--- src/include/simple_processor_config.svh ---
/*
  Width and depth settings for the simple processor datapath.
  Included by the package and by every module that sizes a port.
*/

`ifndef SIMPLE_PROCESSOR_CONFIG_SVH
`define SIMPLE_PROCESSOR_CONFIG_SVH

// Datapath word
`define SP_DATA_WIDTH 32        // Bits per data word and per register

// Data memory
`define SP_DMEM_ADDR_WIDTH 6    // Word address bits, 64 words

// Register file and instruction word
`define SP_REG_COUNT 8          // Architectural registers
`define SP_IMM_WIDTH 6          // Immediate field, sign extended in execute
`define SP_INSTR_WIDTH 19       // func + rd + rs1 + rs2 + imm

`endif
--- src/rtl/simple_processor_pkg.sv ---
/*
  Shared types of the simple processor: function codes and register index.
  Modules pull these in by a wildcard import in their header.
*/

`default_nettype none

`include "simple_processor_config.svh"

package simple_processor_pkg;

  ////////////////////////////////////////////////////////////
  // Instruction word, MSB first
  //   [18:15] func   function code below
  //   [14:12] rd     destination register
  //   [11:9]  rs1    first source, also the memory address
  //   [8:6]   rs2    second source, also the store data
  //   [5:0]   imm    signed immediate for ADDI, SLLI, SLRI
  ////////////////////////////////////////////////////////////

  // Codes 13 to 15 are not decoded and do nothing
  typedef enum logic [3:0] {
    ADDI  = 4'd0,
    ADD   = 4'd1,
    SUB   = 4'd2,
    AND   = 4'd3,
    OR    = 4'd4,
    XOR   = 4'd5,
    NOT   = 4'd6,
    SLL   = 4'd7,
    SLLI  = 4'd8,
    SLR   = 4'd9,
    SLRI  = 4'd10,
    LOAD  = 4'd11,
    STORE = 4'd12
  } func_t;

  typedef logic [$clog2(`SP_REG_COUNT)-1:0] reg_idx_t;  // Selects one register

endpackage

`default_nettype wire

--- src/rtl/simple_processor.sv ---
/*
  Top level of the single-issue datapath: one host instruction per strobe,
  results reported on the writeback strobe. Instances and wiring only.
*/

`timescale 1ns/1ps
`default_nettype none

`include "simple_processor_config.svh"

module simple_processor
  import simple_processor_pkg::*;
(
  input  wire                       clk_i,
  input  wire                       rst_n_i,
  input  wire                       instr_valid_i,  // One instruction per strobe
  input  wire [`SP_INSTR_WIDTH-1:0] instr_i,
  output logic                      wb_valid_o,     // Register written
  output reg_idx_t                  wb_idx_o,
  output logic [`SP_DATA_WIDTH-1:0] wb_data_o
);

  ////////////////////////////////////////////////////////////
  // Interconnect
  ////////////////////////////////////////////////////////////

  reg_idx_t                  rs1_idx, rs2_idx;
  logic [`SP_DATA_WIDTH-1:0] rs1_data, rs2_data;       // Register file reads
  logic                      ex_valid;
  func_t                     func;
  logic [`SP_IMM_WIDTH-1:0]  imm;
  logic [`SP_DATA_WIDTH-1:0] op_a, op_b, rd_data;      // Execute operands and result
  logic                      dmem_req, dmem_we, dmem_ack;
  logic [`SP_DATA_WIDTH-1:0] dmem_addr, dmem_wdata, dmem_rdata;

  instr_issue u_issue (
    .clk_i         (clk_i),
    .rst_n_i       (rst_n_i),
    .instr_valid_i (instr_valid_i),
    .instr_i       (instr_i),
    .rs1_idx_o     (rs1_idx),
    .rs2_idx_o     (rs2_idx),
    .rs1_data_i    (rs1_data),
    .rs2_data_i    (rs2_data),
    .ex_valid_o    (ex_valid),
    .func_o        (func),
    .imm_o         (imm),
    .op_a_o        (op_a),
    .op_b_o        (op_b),
    .rd_data_i     (rd_data),
    .dmem_ack_i    (dmem_ack),
    .wb_valid_o    (wb_valid_o),
    .wb_idx_o      (wb_idx_o),
    .wb_data_o     (wb_data_o)
  );

  // Write port fed by the registered writeback
  register_file u_regfile (
    .clk_i      (clk_i),
    .rst_n_i    (rst_n_i),
    .rs1_idx_i  (rs1_idx),
    .rs2_idx_i  (rs2_idx),
    .rs1_data_o (rs1_data),
    .rs2_data_o (rs2_data),
    .we_i       (wb_valid_o),
    .wr_idx_i   (wb_idx_o),
    .wr_data_i  (wb_data_o)
  );

  merge_execution u_exec (
    .clk_i        (clk_i),
    .ex_valid_i   (ex_valid),
    .func_i       (func),
    .rs1_data_i   (op_a),
    .rs2_data_i   (op_b),
    .imm_i        (imm),
    .dmem_rdata_i (dmem_rdata),
    .dmem_ack_i   (dmem_ack),
    .dmem_req_o   (dmem_req),
    .dmem_we_o    (dmem_we),
    .dmem_addr_o  (dmem_addr),
    .dmem_wdata_o (dmem_wdata),
    .rd_data_o    (rd_data)
  );

  data_memory u_dmem (
    .clk_i   (clk_i),
    .rst_n_i (rst_n_i),
    .req_i   (dmem_req),
    .we_i    (dmem_we),
    .addr_i  (dmem_addr),
    .wdata_i (dmem_wdata),
    .rdata_o (dmem_rdata),
    .ack_o   (dmem_ack)
  );

endmodule

`default_nettype wire

--- src/rtl/instr_issue.sv ---
/*
  Issue stage: splits the instruction word, captures operands on a strobe,
  tracks the extra LOAD cycle and registers the writeback.
  The writeback registers also drive the register file write port.
*/

`timescale 1ns/1ps
`default_nettype none

`include "simple_processor_config.svh"

module instr_issue
  import simple_processor_pkg::*;
(
  input  wire                       clk_i,
  input  wire                       rst_n_i,
  input  wire                       instr_valid_i,  // Host strobe
  input  wire [`SP_INSTR_WIDTH-1:0] instr_i,        // Instruction word
  output reg_idx_t                  rs1_idx_o,      // Register file read indices
  output reg_idx_t                  rs2_idx_o,
  input  wire [`SP_DATA_WIDTH-1:0]  rs1_data_i,     // Register file read data
  input  wire [`SP_DATA_WIDTH-1:0]  rs2_data_i,
  output logic                      ex_valid_o,     // Execute cycle strobe
  output func_t                     func_o,
  output logic [`SP_IMM_WIDTH-1:0]  imm_o,
  output logic [`SP_DATA_WIDTH-1:0] op_a_o,
  output logic [`SP_DATA_WIDTH-1:0] op_b_o,
  input  wire [`SP_DATA_WIDTH-1:0]  rd_data_i,      // Result from execute
  input  wire                       dmem_ack_i,     // Load data is ready
  output logic                      wb_valid_o,     // Writeback strobe
  output reg_idx_t                  wb_idx_o,
  output logic [`SP_DATA_WIDTH-1:0] wb_data_o
);

  localparam int IDX_W    = $bits(reg_idx_t);
  localparam int RS2_LSB  = `SP_IMM_WIDTH;
  localparam int RS1_LSB  = RS2_LSB + IDX_W;
  localparam int RD_LSB   = RS1_LSB + IDX_W;
  localparam int FUNC_LSB = RD_LSB + IDX_W;

  ////////////////////////////////////////////////////////////
  // Field split
  ////////////////////////////////////////////////////////////

  func_t    instr_func;
  reg_idx_t instr_rd;
  logic     ex_valid_q, load_wait_q;  // Control state
  func_t    func_q;
  reg_idx_t rd_q;                     // Destination of the executing op
  logic     is_alu, wr_now;           // ALU or shift op / result ready now

  assign instr_func = func_t'(instr_i[FUNC_LSB +: 4]);
  assign instr_rd   = instr_i[RD_LSB +: IDX_W];
  assign rs1_idx_o  = instr_i[RS1_LSB +: IDX_W];
  assign rs2_idx_o  = instr_i[RS2_LSB +: IDX_W];

  ////////////////////////////////////////////////////////////
  // Writeback decision
  ////////////////////////////////////////////////////////////

  assign is_alu = func_q inside {[ADDI:SLRI]};                   // Codes 0 to 10
  assign wr_now = (ex_valid_q && is_alu) || (load_wait_q && dmem_ack_i);

  always_ff @(posedge clk_i or negedge rst_n_i) begin
    if (!rst_n_i) begin
      ex_valid_q  <= 1'b0;
      load_wait_q <= 1'b0;
      func_q      <= ADDI;
      wb_valid_o  <= 1'b0;
    end else begin
      ex_valid_q  <= instr_valid_i;
      load_wait_q <= ex_valid_q && (func_q == LOAD);             // Second LOAD cycle
      wb_valid_o  <= wr_now;
      if (instr_valid_i) func_q <= instr_func;
    end
  end

  // Operand capture. A result finishing this cycle is newer than the register file
  always_ff @(posedge clk_i) begin
    if (instr_valid_i) begin
      rd_q   <= instr_rd;
      imm_o  <= instr_i[`SP_IMM_WIDTH-1:0];
      op_a_o <= (wr_now && (rd_q == rs1_idx_o)) ? rd_data_i : rs1_data_i;
      op_b_o <= (wr_now && (rd_q == rs2_idx_o)) ? rd_data_i : rs2_data_i;
    end
    if (wr_now) begin
      wb_idx_o  <= rd_q;
      wb_data_o <= rd_data_i;
    end
  end

  assign ex_valid_o = ex_valid_q;
  assign func_o     = load_wait_q ? LOAD : func_q;               // Keep load data selected

endmodule

`default_nettype wire

--- src/rtl/merge_execution.sv ---
/*
  Combinational execution unit: arithmetic, logic, shift and memory paths
  merged onto one result bus selected by the function code.
  Memory requests go out only in the execute cycle of LOAD and STORE.
*/

`timescale 1ns/1ps
`default_nettype none

`include "simple_processor_config.svh"

module merge_execution
  import simple_processor_pkg::*;
(
  input  wire                       clk_i,          // Not used, combinational unit
  input  wire                       ex_valid_i,     // Execute cycle of a new instruction
  input  wire func_t                func_i,         // Function code
  input  wire [`SP_DATA_WIDTH-1:0]  rs1_data_i,     // First operand, memory address
  input  wire [`SP_DATA_WIDTH-1:0]  rs2_data_i,     // Second operand, store data
  input  wire [`SP_IMM_WIDTH-1:0]   imm_i,          // Signed immediate

  input  wire [`SP_DATA_WIDTH-1:0]  dmem_rdata_i,   // Load data from memory
  input  wire                       dmem_ack_i,     // Memory has answered

  output logic                      dmem_req_o,     // Memory access this cycle
  output logic                      dmem_we_o,      // Write, STORE only
  output logic [`SP_DATA_WIDTH-1:0] dmem_addr_o,    // Byte address
  output logic [`SP_DATA_WIDTH-1:0] dmem_wdata_o,   // Word to store
  output logic [`SP_DATA_WIDTH-1:0] rd_data_o       // Merged result
);

  localparam int EXT_W = `SP_DATA_WIDTH - `SP_IMM_WIDTH;  // Sign extension bits

  ////////////////////////////////////////////////////////////
  // Operand preparation
  ////////////////////////////////////////////////////////////

  logic [`SP_DATA_WIDTH-1:0] rs2_neg;   // Two's complement of rs2
  logic [`SP_DATA_WIDTH-1:0] imm_ext;   // Immediate widened to a word
  logic                      is_mem;    // LOAD or STORE

  assign rs2_neg = ~rs2_data_i + `SP_DATA_WIDTH'(1);
  assign imm_ext = {{EXT_W{imm_i[`SP_IMM_WIDTH-1]}}, imm_i};
  assign is_mem  = (func_i == LOAD) || (func_i == STORE);

  ////////////////////////////////////////////////////////////
  // Memory request
  ////////////////////////////////////////////////////////////

  assign dmem_req_o   = ex_valid_i && is_mem;   // Held func in load wait must not re-request
  assign dmem_addr_o  = rs1_data_i;             // Address from rs1
  assign dmem_wdata_o = rs2_data_i;             // Data from rs2

  ////////////////////////////////////////////////////////////
  // Result merge
  ////////////////////////////////////////////////////////////

  // Shift amounts use the full word, so 32 and above clear the result
  always_comb begin
    dmem_we_o = 1'b0;
    rd_data_o = '0;
    case (func_i)
      ADDI:  rd_data_o = rs1_data_i + imm_ext;
      ADD:   rd_data_o = rs1_data_i + rs2_data_i;
      SUB:   rd_data_o = rs1_data_i + rs2_neg;      // a + (-b)
      AND:   rd_data_o = rs1_data_i & rs2_data_i;
      OR:    rd_data_o = rs1_data_i | rs2_data_i;
      XOR:   rd_data_o = rs1_data_i ^ rs2_data_i;
      NOT:   rd_data_o = ~rs1_data_i;               // rs2 ignored
      SLL:   rd_data_o = rs1_data_i << rs2_data_i;
      SLLI:  rd_data_o = rs1_data_i << imm_ext;
      SLR:   rd_data_o = rs1_data_i >> rs2_data_i;  // Logical, zero fill
      SLRI:  rd_data_o = rs1_data_i >> imm_ext;
      LOAD: begin
        if (dmem_ack_i) begin
          rd_data_o = dmem_rdata_i;                 // Valid once memory acks
        end
      end
      STORE: begin
        dmem_we_o = 1'b1;                           // No register result
      end
      default: rd_data_o = '0;                      // Codes 13 to 15
    endcase
  end

endmodule

`default_nettype wire

--- src/rtl/data_memory.sv ---
/*
  Internal word-addressed data memory for LOAD and STORE.
  Each request is answered by a one-cycle ack; read data is registered with it.
*/

`timescale 1ns/1ps
`default_nettype none

`include "simple_processor_config.svh"

module data_memory (
  input  wire                       clk_i,
  input  wire                       rst_n_i,
  input  wire                       req_i,      // Access request, one cycle
  input  wire                       we_i,       // High for a write
  input  wire [`SP_DATA_WIDTH-1:0]  addr_i,     // Byte address
  input  wire [`SP_DATA_WIDTH-1:0]  wdata_i,    // Store data
  output logic [`SP_DATA_WIDTH-1:0] rdata_o,    // Registered read data
  output logic                      ack_o       // Request done, next cycle
);

  localparam int DEPTH = 1 << `SP_DMEM_ADDR_WIDTH;  // 64 words

  logic [`SP_DATA_WIDTH-1:0]     mem_q [DEPTH];     // Word storage
  logic [`SP_DMEM_ADDR_WIDTH-1:0] word_addr;        // Byte address >> 2

  // Drop the byte offset, upper bits wrap
  assign word_addr = addr_i[`SP_DMEM_ADDR_WIDTH+1:2];

  always_ff @(posedge clk_i or negedge rst_n_i) begin
    if (!rst_n_i) begin
      for (int i = 0; i < DEPTH; i++) begin
        mem_q[i] <= '0;                            // Memory starts cleared
      end
      rdata_o <= '0;
      ack_o   <= 1'b0;
    end else begin
      ack_o <= req_i;                              // Every request acks once
      if (req_i && we_i) begin
        mem_q[word_addr] <= wdata_i;               // STORE
      end
      if (req_i && !we_i) begin
        rdata_o <= mem_q[word_addr];               // LOAD
      end
    end
  end

endmodule

`default_nettype wire

--- src/rtl/register_file.sv ---
/*
  Eight-entry register file with two combinational read ports and one write port.
  A read that hits the register being written returns the new data in the same cycle.
*/

`timescale 1ns/1ps
`default_nettype none

`include "simple_processor_config.svh"

module register_file
  import simple_processor_pkg::*;
(
  input  wire                      clk_i,
  input  wire                      rst_n_i,

  // Read ports
  input  wire reg_idx_t            rs1_idx_i,   // Index of first operand
  input  wire reg_idx_t            rs2_idx_i,   // Index of second operand
  output logic [`SP_DATA_WIDTH-1:0] rs1_data_o,
  output logic [`SP_DATA_WIDTH-1:0] rs2_data_o,

  // Write port
  input  wire                      we_i,        // Write strobe
  input  wire reg_idx_t            wr_idx_i,    // Register to update
  input  wire [`SP_DATA_WIDTH-1:0] wr_data_i    // New register value
);

  logic [`SP_DATA_WIDTH-1:0] regs_q [`SP_REG_COUNT];  // Register storage

  ////////////////////////////////////////////////////////////
  // Storage
  ////////////////////////////////////////////////////////////

  always_ff @(posedge clk_i or negedge rst_n_i) begin
    if (!rst_n_i) begin
      for (int i = 0; i < `SP_REG_COUNT; i++) begin
        regs_q[i] <= '0;                        // All registers start at zero
      end
    end else if (we_i) begin
      regs_q[wr_idx_i] <= wr_data_i;
    end
  end

  ////////////////////////////////////////////////////////////
  // Read with write-through bypass
  ////////////////////////////////////////////////////////////

  // Pending write wins over the stored value
  assign rs1_data_o = (we_i && (wr_idx_i == rs1_idx_i)) ? wr_data_i : regs_q[rs1_idx_i];
  assign rs2_data_o = (we_i && (wr_idx_i == rs2_idx_i)) ? wr_data_i : regs_q[rs2_idx_i];

endmodule

`default_nettype wire

--- config.mk ---
export PLATFORM = sky130hd
export DESIGN_NAME = simple_processor
export DESIGN_NICKNAME = d
export VERILOG_FILES = /design/src/rtl/simple_processor_pkg.sv /design/src/rtl/simple_processor.sv /design/src/rtl/instr_issue.sv /design/src/rtl/merge_execution.sv /design/src/rtl/data_memory.sv /design/src/rtl/register_file.sv
export VERILOG_INCLUDE_DIRS = /design/src /design/src/include
export SDC_FILE = /design/constraint.sdc
export NUM_CORES = 2
export LEC_CHECK = 0
export BUFFER_PORTS_ARGS = -buffer_cell sky130_fd_sc_hd__buf_2
export CAP_MARGIN = 20
export CORE_ASPECT_RATIO = 0.6
export CORE_MARGIN = 8
export CORE_UTILIZATION = 35
export DETAILED_ROUTE_END_ITERATION = 12
export SYNTH_ARGS = -nofsm -noshare
export SYNTH_HDL_FRONTEND = slang
export SYNTH_HIERARCHICAL = 1
export SYNTH_SLANG_ARGS = --single-unit
--- constraint.sdc ---
create_clock -name clk_i -period 12.3 [get_ports clk_i]
set_clock_uncertainty 0.2 [all_clocks]
set_input_delay 0.615 -clock clk_i [delete_from_list [all_inputs] [get_ports clk_i]]
set_output_delay 0.615 -clock clk_i [all_outputs]
set_load 0.01 [all_outputs]
# After elaboration in Yosys (flattened, before gate mapping)
# Cells that the tools add are included.
# W data, S select, Z words.
# totals
ff_bits	2452
input_bits	22
out_inout_bits	36
elab_cells	166
# op_classes
n_addsub	4
order_cmp	8
eq_ne	17
shift	4
n_mux	23
n_bitwise	9
n_reduce_logical	17
# ops
cell	count
$bwmux W2048	1
$mux W32	13
$pmux W32 S12	1
$bwmux W256	1
$bmux W32 S3	2
$bmux W32 S6	1
$demux W32 S6	1
$add A32 B32 Y32	3
$demux W32 S3	1
$not A32 Y32	2
$shl A32 B32 Y32	2
$shr A32 B32 Y32	2
$add A32 B1 Y32 const B	1
$and A32 B32 Y32	1
$or A32 B32 Y32	1
$xor A32 B32 Y32	1
$eq A4 B4 Y1 const B	6
$eq A4 B3 Y1 const B	4
$logic_and A1 B1 Y1	13
$eq A3 B3 Y1	4
$ge A4 B4 Y1 const B	3
$not A3 Y4	3
$eq A4 B2 Y1 const B	2
$ge A7 B7 Y1 const B	1
other kinds (11)	12

# Logic depth before layout (Yosys ltp)
# logic_depth
word_depth	6
mapped_depth	20
mapped_depth_nobuf	17

# Hierarchy
# The synthesis kept the hierarchy.
# modules_own_cells
module	n_inst	cells_each	area_each_um2	seq_area_each_um2
data_memory	1	6672	94688.3	52074.9
register_file	1	888	14681.6	6406.1
merge_execution	1	1563	10468.8	0.0
instr_issue	1	212	4453.0	3418.3

# Worst setup path after synthesis
# No wires, ideal clock.
# synth_path
path_kind	flip-flop to flip-flop
start	register u_issue.func_q[1]
end	register u_issue.op_a_o[24] (data pin)
setup_ns	0.260
t_arrival_ns	4.604
required_time_ns	11.840
setup_slack_ns	7.236
stages_incl_launch_ff	18
n_path_buf	2
synth_period_minus_slack_ns	5.064
cell_sequence	dfrtp_1 -> or2_2 -> clkbuf_1 -> or3_1 -> nor2_1 -> clkbuf_1 -> mux2_2 -> ha_1 -> o21ai_0 -> a211oi_1 -> nor4_1 -> nor2_1 -> a211o_1 -> a31o_2 -> a311oi_1 -> xor2_1 -> o221ai_1 -> mux2_2
# synth_between
word_cells_on_any_way	21
classes_between	2 x order compare; 11 x eq/ne; 3 x mux; 5 x reduce/logical
# synth_lines
element	line	source
start: declaration	instr_issue.sv:48	func_t func_q;
start signal: assignment	instr_issue.sv:74	if (instr_valid_i) func_q <= instr_func;
$mux W4 (*)	instr_issue.sv:93	assign func_o = load_wait_q ? LOAD : func_q;
via func[1]	simple_processor.sv:30	func_t func;
$eq A4 B4 Y1, or another cell as far along	merge_execution.sv:62	case (func_i)
$pmux W32 S12 (*)	merge_execution.sv:62	
via rd_data[24]	simple_processor.sv:32	logic [`SP_DATA_WIDTH-1:0] op_a, op_b, rd_data;
$mux W32 (*)	instr_issue.sv:83	op_a_o <= (wr_now && (rd_q == rs1_idx_o)) ? rd_data_i : rs1_data_i;
end signal: assignment	instr_issue.sv:83	
end: declaration	instr_issue.sv:26	output logic [`SP_DATA_WIDTH-1:0] op_a_o,
# The timed path passes the listed nets; every way through them passes the cells marked *.
# A chain may end at the register's enable or synchronous reset.

# Final worst setup path
# layout_path
start	register u_issue.func_q[3]
end	register u_issue.op_a_o[27] (data pin)
# The elaborated chain is that of the path after synthesis.

==> impl_summary.log <==
INFO  metric clk_lat_worst_skew = 960 ps
INFO  metric cts-root-to-sink-buffers = 4
INFO  metric critical_path_required = 12760 ps
INFO  metric tightestPinTransition = 1350 ps
INFO  metric cp_slowest_stage_delay = 910 ps
INFO  metric grt_setup_unrepaired = no
INFO  metric pin_count_of_the_biggest_net_entering_global_routing = 181
INFO  metric floorplan.core_area = between 0.3 and 0.4 mm²
INFO  metric grt_first_pass_wirelength = 661000 µm
INFO  metric run_status = completed
INFO  metric post_layout_nets = approximately 9100
INFO  metric final_layout_size_suffix_gt1_share = between 30% and 40%
INFO  metric worst-endpoint-arrival = 7350 ps
INFO  metric layout.cells.non_filler = 13905
INFO  metric placement.setup.worst_slack = 5690 ps
INFO  metric clockPowerShare = between 20% and 30%
INFO  metric gpl.final_weighted_congestion = 0.969
INFO  metric global_route_usage_sum = 24.1%
INFO  metric io_buffer_count = 57
INFO  metric design.die.area = 0.374 mm²
INFO  metric mostFrequentLayoutCell = sky130_fd_sc_hd__mux2_2
INFO  metric ctsHoldBuffers = 15
INFO  metric drv.max_cap_violation_count = 0
INFO  metric avgViaCountPerCell = 6.14
INFO  metric fillerInstances = 32709
INFO  metric cts_post_setup_buffers_inserted = 0
INFO  metric critical-path-slowest-cell = sky130_fd_sc_hd__a2111oi_0
INFO  metric antenna_found_initial = 42
INFO  metric worstSetupPathType = register to register
INFO  metric static-leakage-power = ~63 nW
INFO  metric cts_root_cell = sky130_fd_sc_hd__clkbuf_16
INFO  metric least_setup_slack_across_all_paths_after_layout = 5400 ps
INFO  metric routed-via-count = between 80000 and 90000
INFO  metric final.min_clock_period = 6900 ps
INFO  metric detailedRoute.firstPassIterationCount = 8
INFO  metric drc = 0
INFO  metric critPathLaunchType = register
INFO  metric cts-resized-gates = 0
INFO  metric share_seq_of_total_power = 37.0%
INFO  metric power.density_cell_area = 186 mW/mm²
INFO  metric synthCells = 9309
INFO  metric most-common-layout-cells = sky130_fd_sc_hd__mux2_2, sky130_fd_sc_hd__dfrtp_1, sky130_fd_sc_hd__buf_4
INFO  metric combinational_power_share = 33.4%
INFO  metric route.final.wire_length = 467000 µm
INFO  metric place_hpwl = between 300000 and 400000 µm
INFO  metric avgSynthCellArea = 13.3 µm²
INFO  metric timing.final.hold_violations = 0
INFO  metric critical_path.cell_chain = or2_2 > or3_1 > buf_4 > nor2_2 > buf_4 > mux2_2 > ha_1 > o21ai_0 > o21a_1 > or3_1 > a21oi_1 > o21ai_0 > o211a_1 > xnor2_1 > a2111oi_0 > o21ai_1 > mux2_2
INFO  metric cts_inserted_buffers = roughly 230
INFO  metric cell_internal_pwr = ~16 mW
INFO  metric die_h = 477 µm
INFO  metric grt_residual_overflow = 0
INFO  metric cp-end-kind = register
INFO  metric hp-class = input port to asynchronous set/reset pin
INFO  metric h-tree-depth = 4
INFO  metric first_global_vias = 85045
INFO  metric slew-limit-headroom = 9.23%
INFO  metric ys_warn_count = 6
INFO  metric switchingPower = 9.89 mW
INFO  metric syn_area = 0.124 mm²
INFO  metric detail_route.iter0.violations = approximately 10000
INFO  metric rows = 169
INFO  metric width_of_the_die = 785 µm
INFO  metric effective_utilization_at_floorplan = 35.1%
INFO  metric drt.antenna.violating_nets = 0
INFO  metric clkSinkCount = approximately 2500
INFO  metric num_io_pins = 58
INFO  metric routedWlPerCell = 33.6 µm
INFO  metric clock.fmax = 145 MHz
INFO  metric placed_cells = 13439
INFO  metric mappedNetlistNets = 9459
INFO  metric worst_ir_drop_vdd = between 0.0001 and 0.00015 V
INFO  metric worst_setup_hold_path_clk_slew = 70 ps
INFO  metric synth_to_final_area_change = 10.4%
INFO  metric drv_slew = 0
INFO  metric p_sw_share = 38.8%
INFO  metric worstPathMaxFanout = 32
INFO  metric setup-violations-final = 0
INFO  metric final.setup.tns = 0 ps
INFO  metric cts_tree = done
INFO  metric fin_crit_sh = between 50% and 60%
## per-stage QoR
step | area (µm²) | hold WS [ps] | power [mW] | util [%]
floorplan | 124000 | 119 | 14.1 | -
global placement | 129000 | 262 | 17.5 | 36.4
detailed placement | 129000 | 270 | 17.7 | 36.5
CTS | 137000 | 71.0 | 25.3 | 38.7
global route | 137000 | 61.5 | 26.2 | 38.8
finish | 137000 | 2.60 | 25.5 | 38.8
## metal layers
| metal | global-route usage [%] | vias up | part of all wire, % |
|---|---|---|---|
| li1 | - | 34097 | - |
| met5 | 0 | - | 0.093 |
| met4 | 6.52 | 22 | 3.0 |
| met1 | 36.2 | 46091 | 45 |
| met3 | 9.97 | 759 | 13 |
| met2 | 31.1 | 4422 | 38 |
## state kept, by name, summed over array words and instances, names as in the netlist, 3 cells and up
signal / flops
u_dmem/rdata_o: 32
u_issue/op_a_o: 32
u_issue/op_b_o: 32
u_regfile/regs_q: 256
u_issue/rd_q: 3
u_dmem/mem_q: 2048
u_issue/wb_idx_o: 3
u_issue/func_q: 4
u_issue/imm_o: 6
u_issue/wb_data_o: 32
## path summary, 6_finish.rpt
check / depth (start not counted) / end / slack (ps) / start
worst max-delay path: 17 / u_issue/op_a_o[27]$_DFFE_PP_ / 5400 / u_issue/func_q[3]$_DFFE_PN0P_
worst min-delay path: 2 / u_regfile/regs_q[219]$_DFFE_PN0P_ / 3 / rst_n_i
worst max register to register: 17 / u_issue/op_a_o[27]$_DFFE_PP_ / 5400 / u_issue/func_q[3]$_DFFE_PN0P_
worst min register to register: 1 / u_dmem/mem_q[1366]$_DFFE_PN0P_ / 280 / u_dmem/mem_q[1366]$_DFFE_PN0P_
max in group asynchronous: 5 / u_dmem/mem_q[1642]$_DFFE_PN0P_ / 8720 / rst_n_i
min in group clk_i: 2 / u_issue/imm_o[4]$_DFFE_PP_ / 240 / instr_i[4]
## power by group through the flow
stage | clock (mW) | sequential, mW | combinational (mW)
floorplan | 0 | 9.26 | 4.85
global placement | 0 | 9.50 | 8.04
detailed placement | 0 | 9.57 | 8.15
CTS | 7.67 | 9.42 | 8.19
global route | 8.01 | 9.51 | 8.72
finish | 7.54 | 9.45 | 8.52
## area by class of cell
type                            instances  area (µm²)  area share, %
Antenna cell                           23        57.6         0.0420
Clock buffer                          316        6550           4.78
Clock inverter                         97        1240          0.908
Inverter                               99         380          0.278
Multi-Input combinational cell       5795       57600           42.0
Sequential cell                      2452       61900           45.2
Tap cell                             4702        5880           4.30
Timing Repair Buffer                  421        3350           2.45
## worst max-delay path, delay by kind of cell (launching register included)
family / cells / cell delay, ps
and+or+nand+nor: 4 / 1420
AOI/OAI and AO/OA: 7 / 2610
adders and majority gates: 1 / 340
DFF: 1 / 400
buffers and inverters: 2 / 720
xor gates and xnor gates: 1 / 130
muxes: 2 / 730
Note: power is estimated with default switching activity, not from simulation.
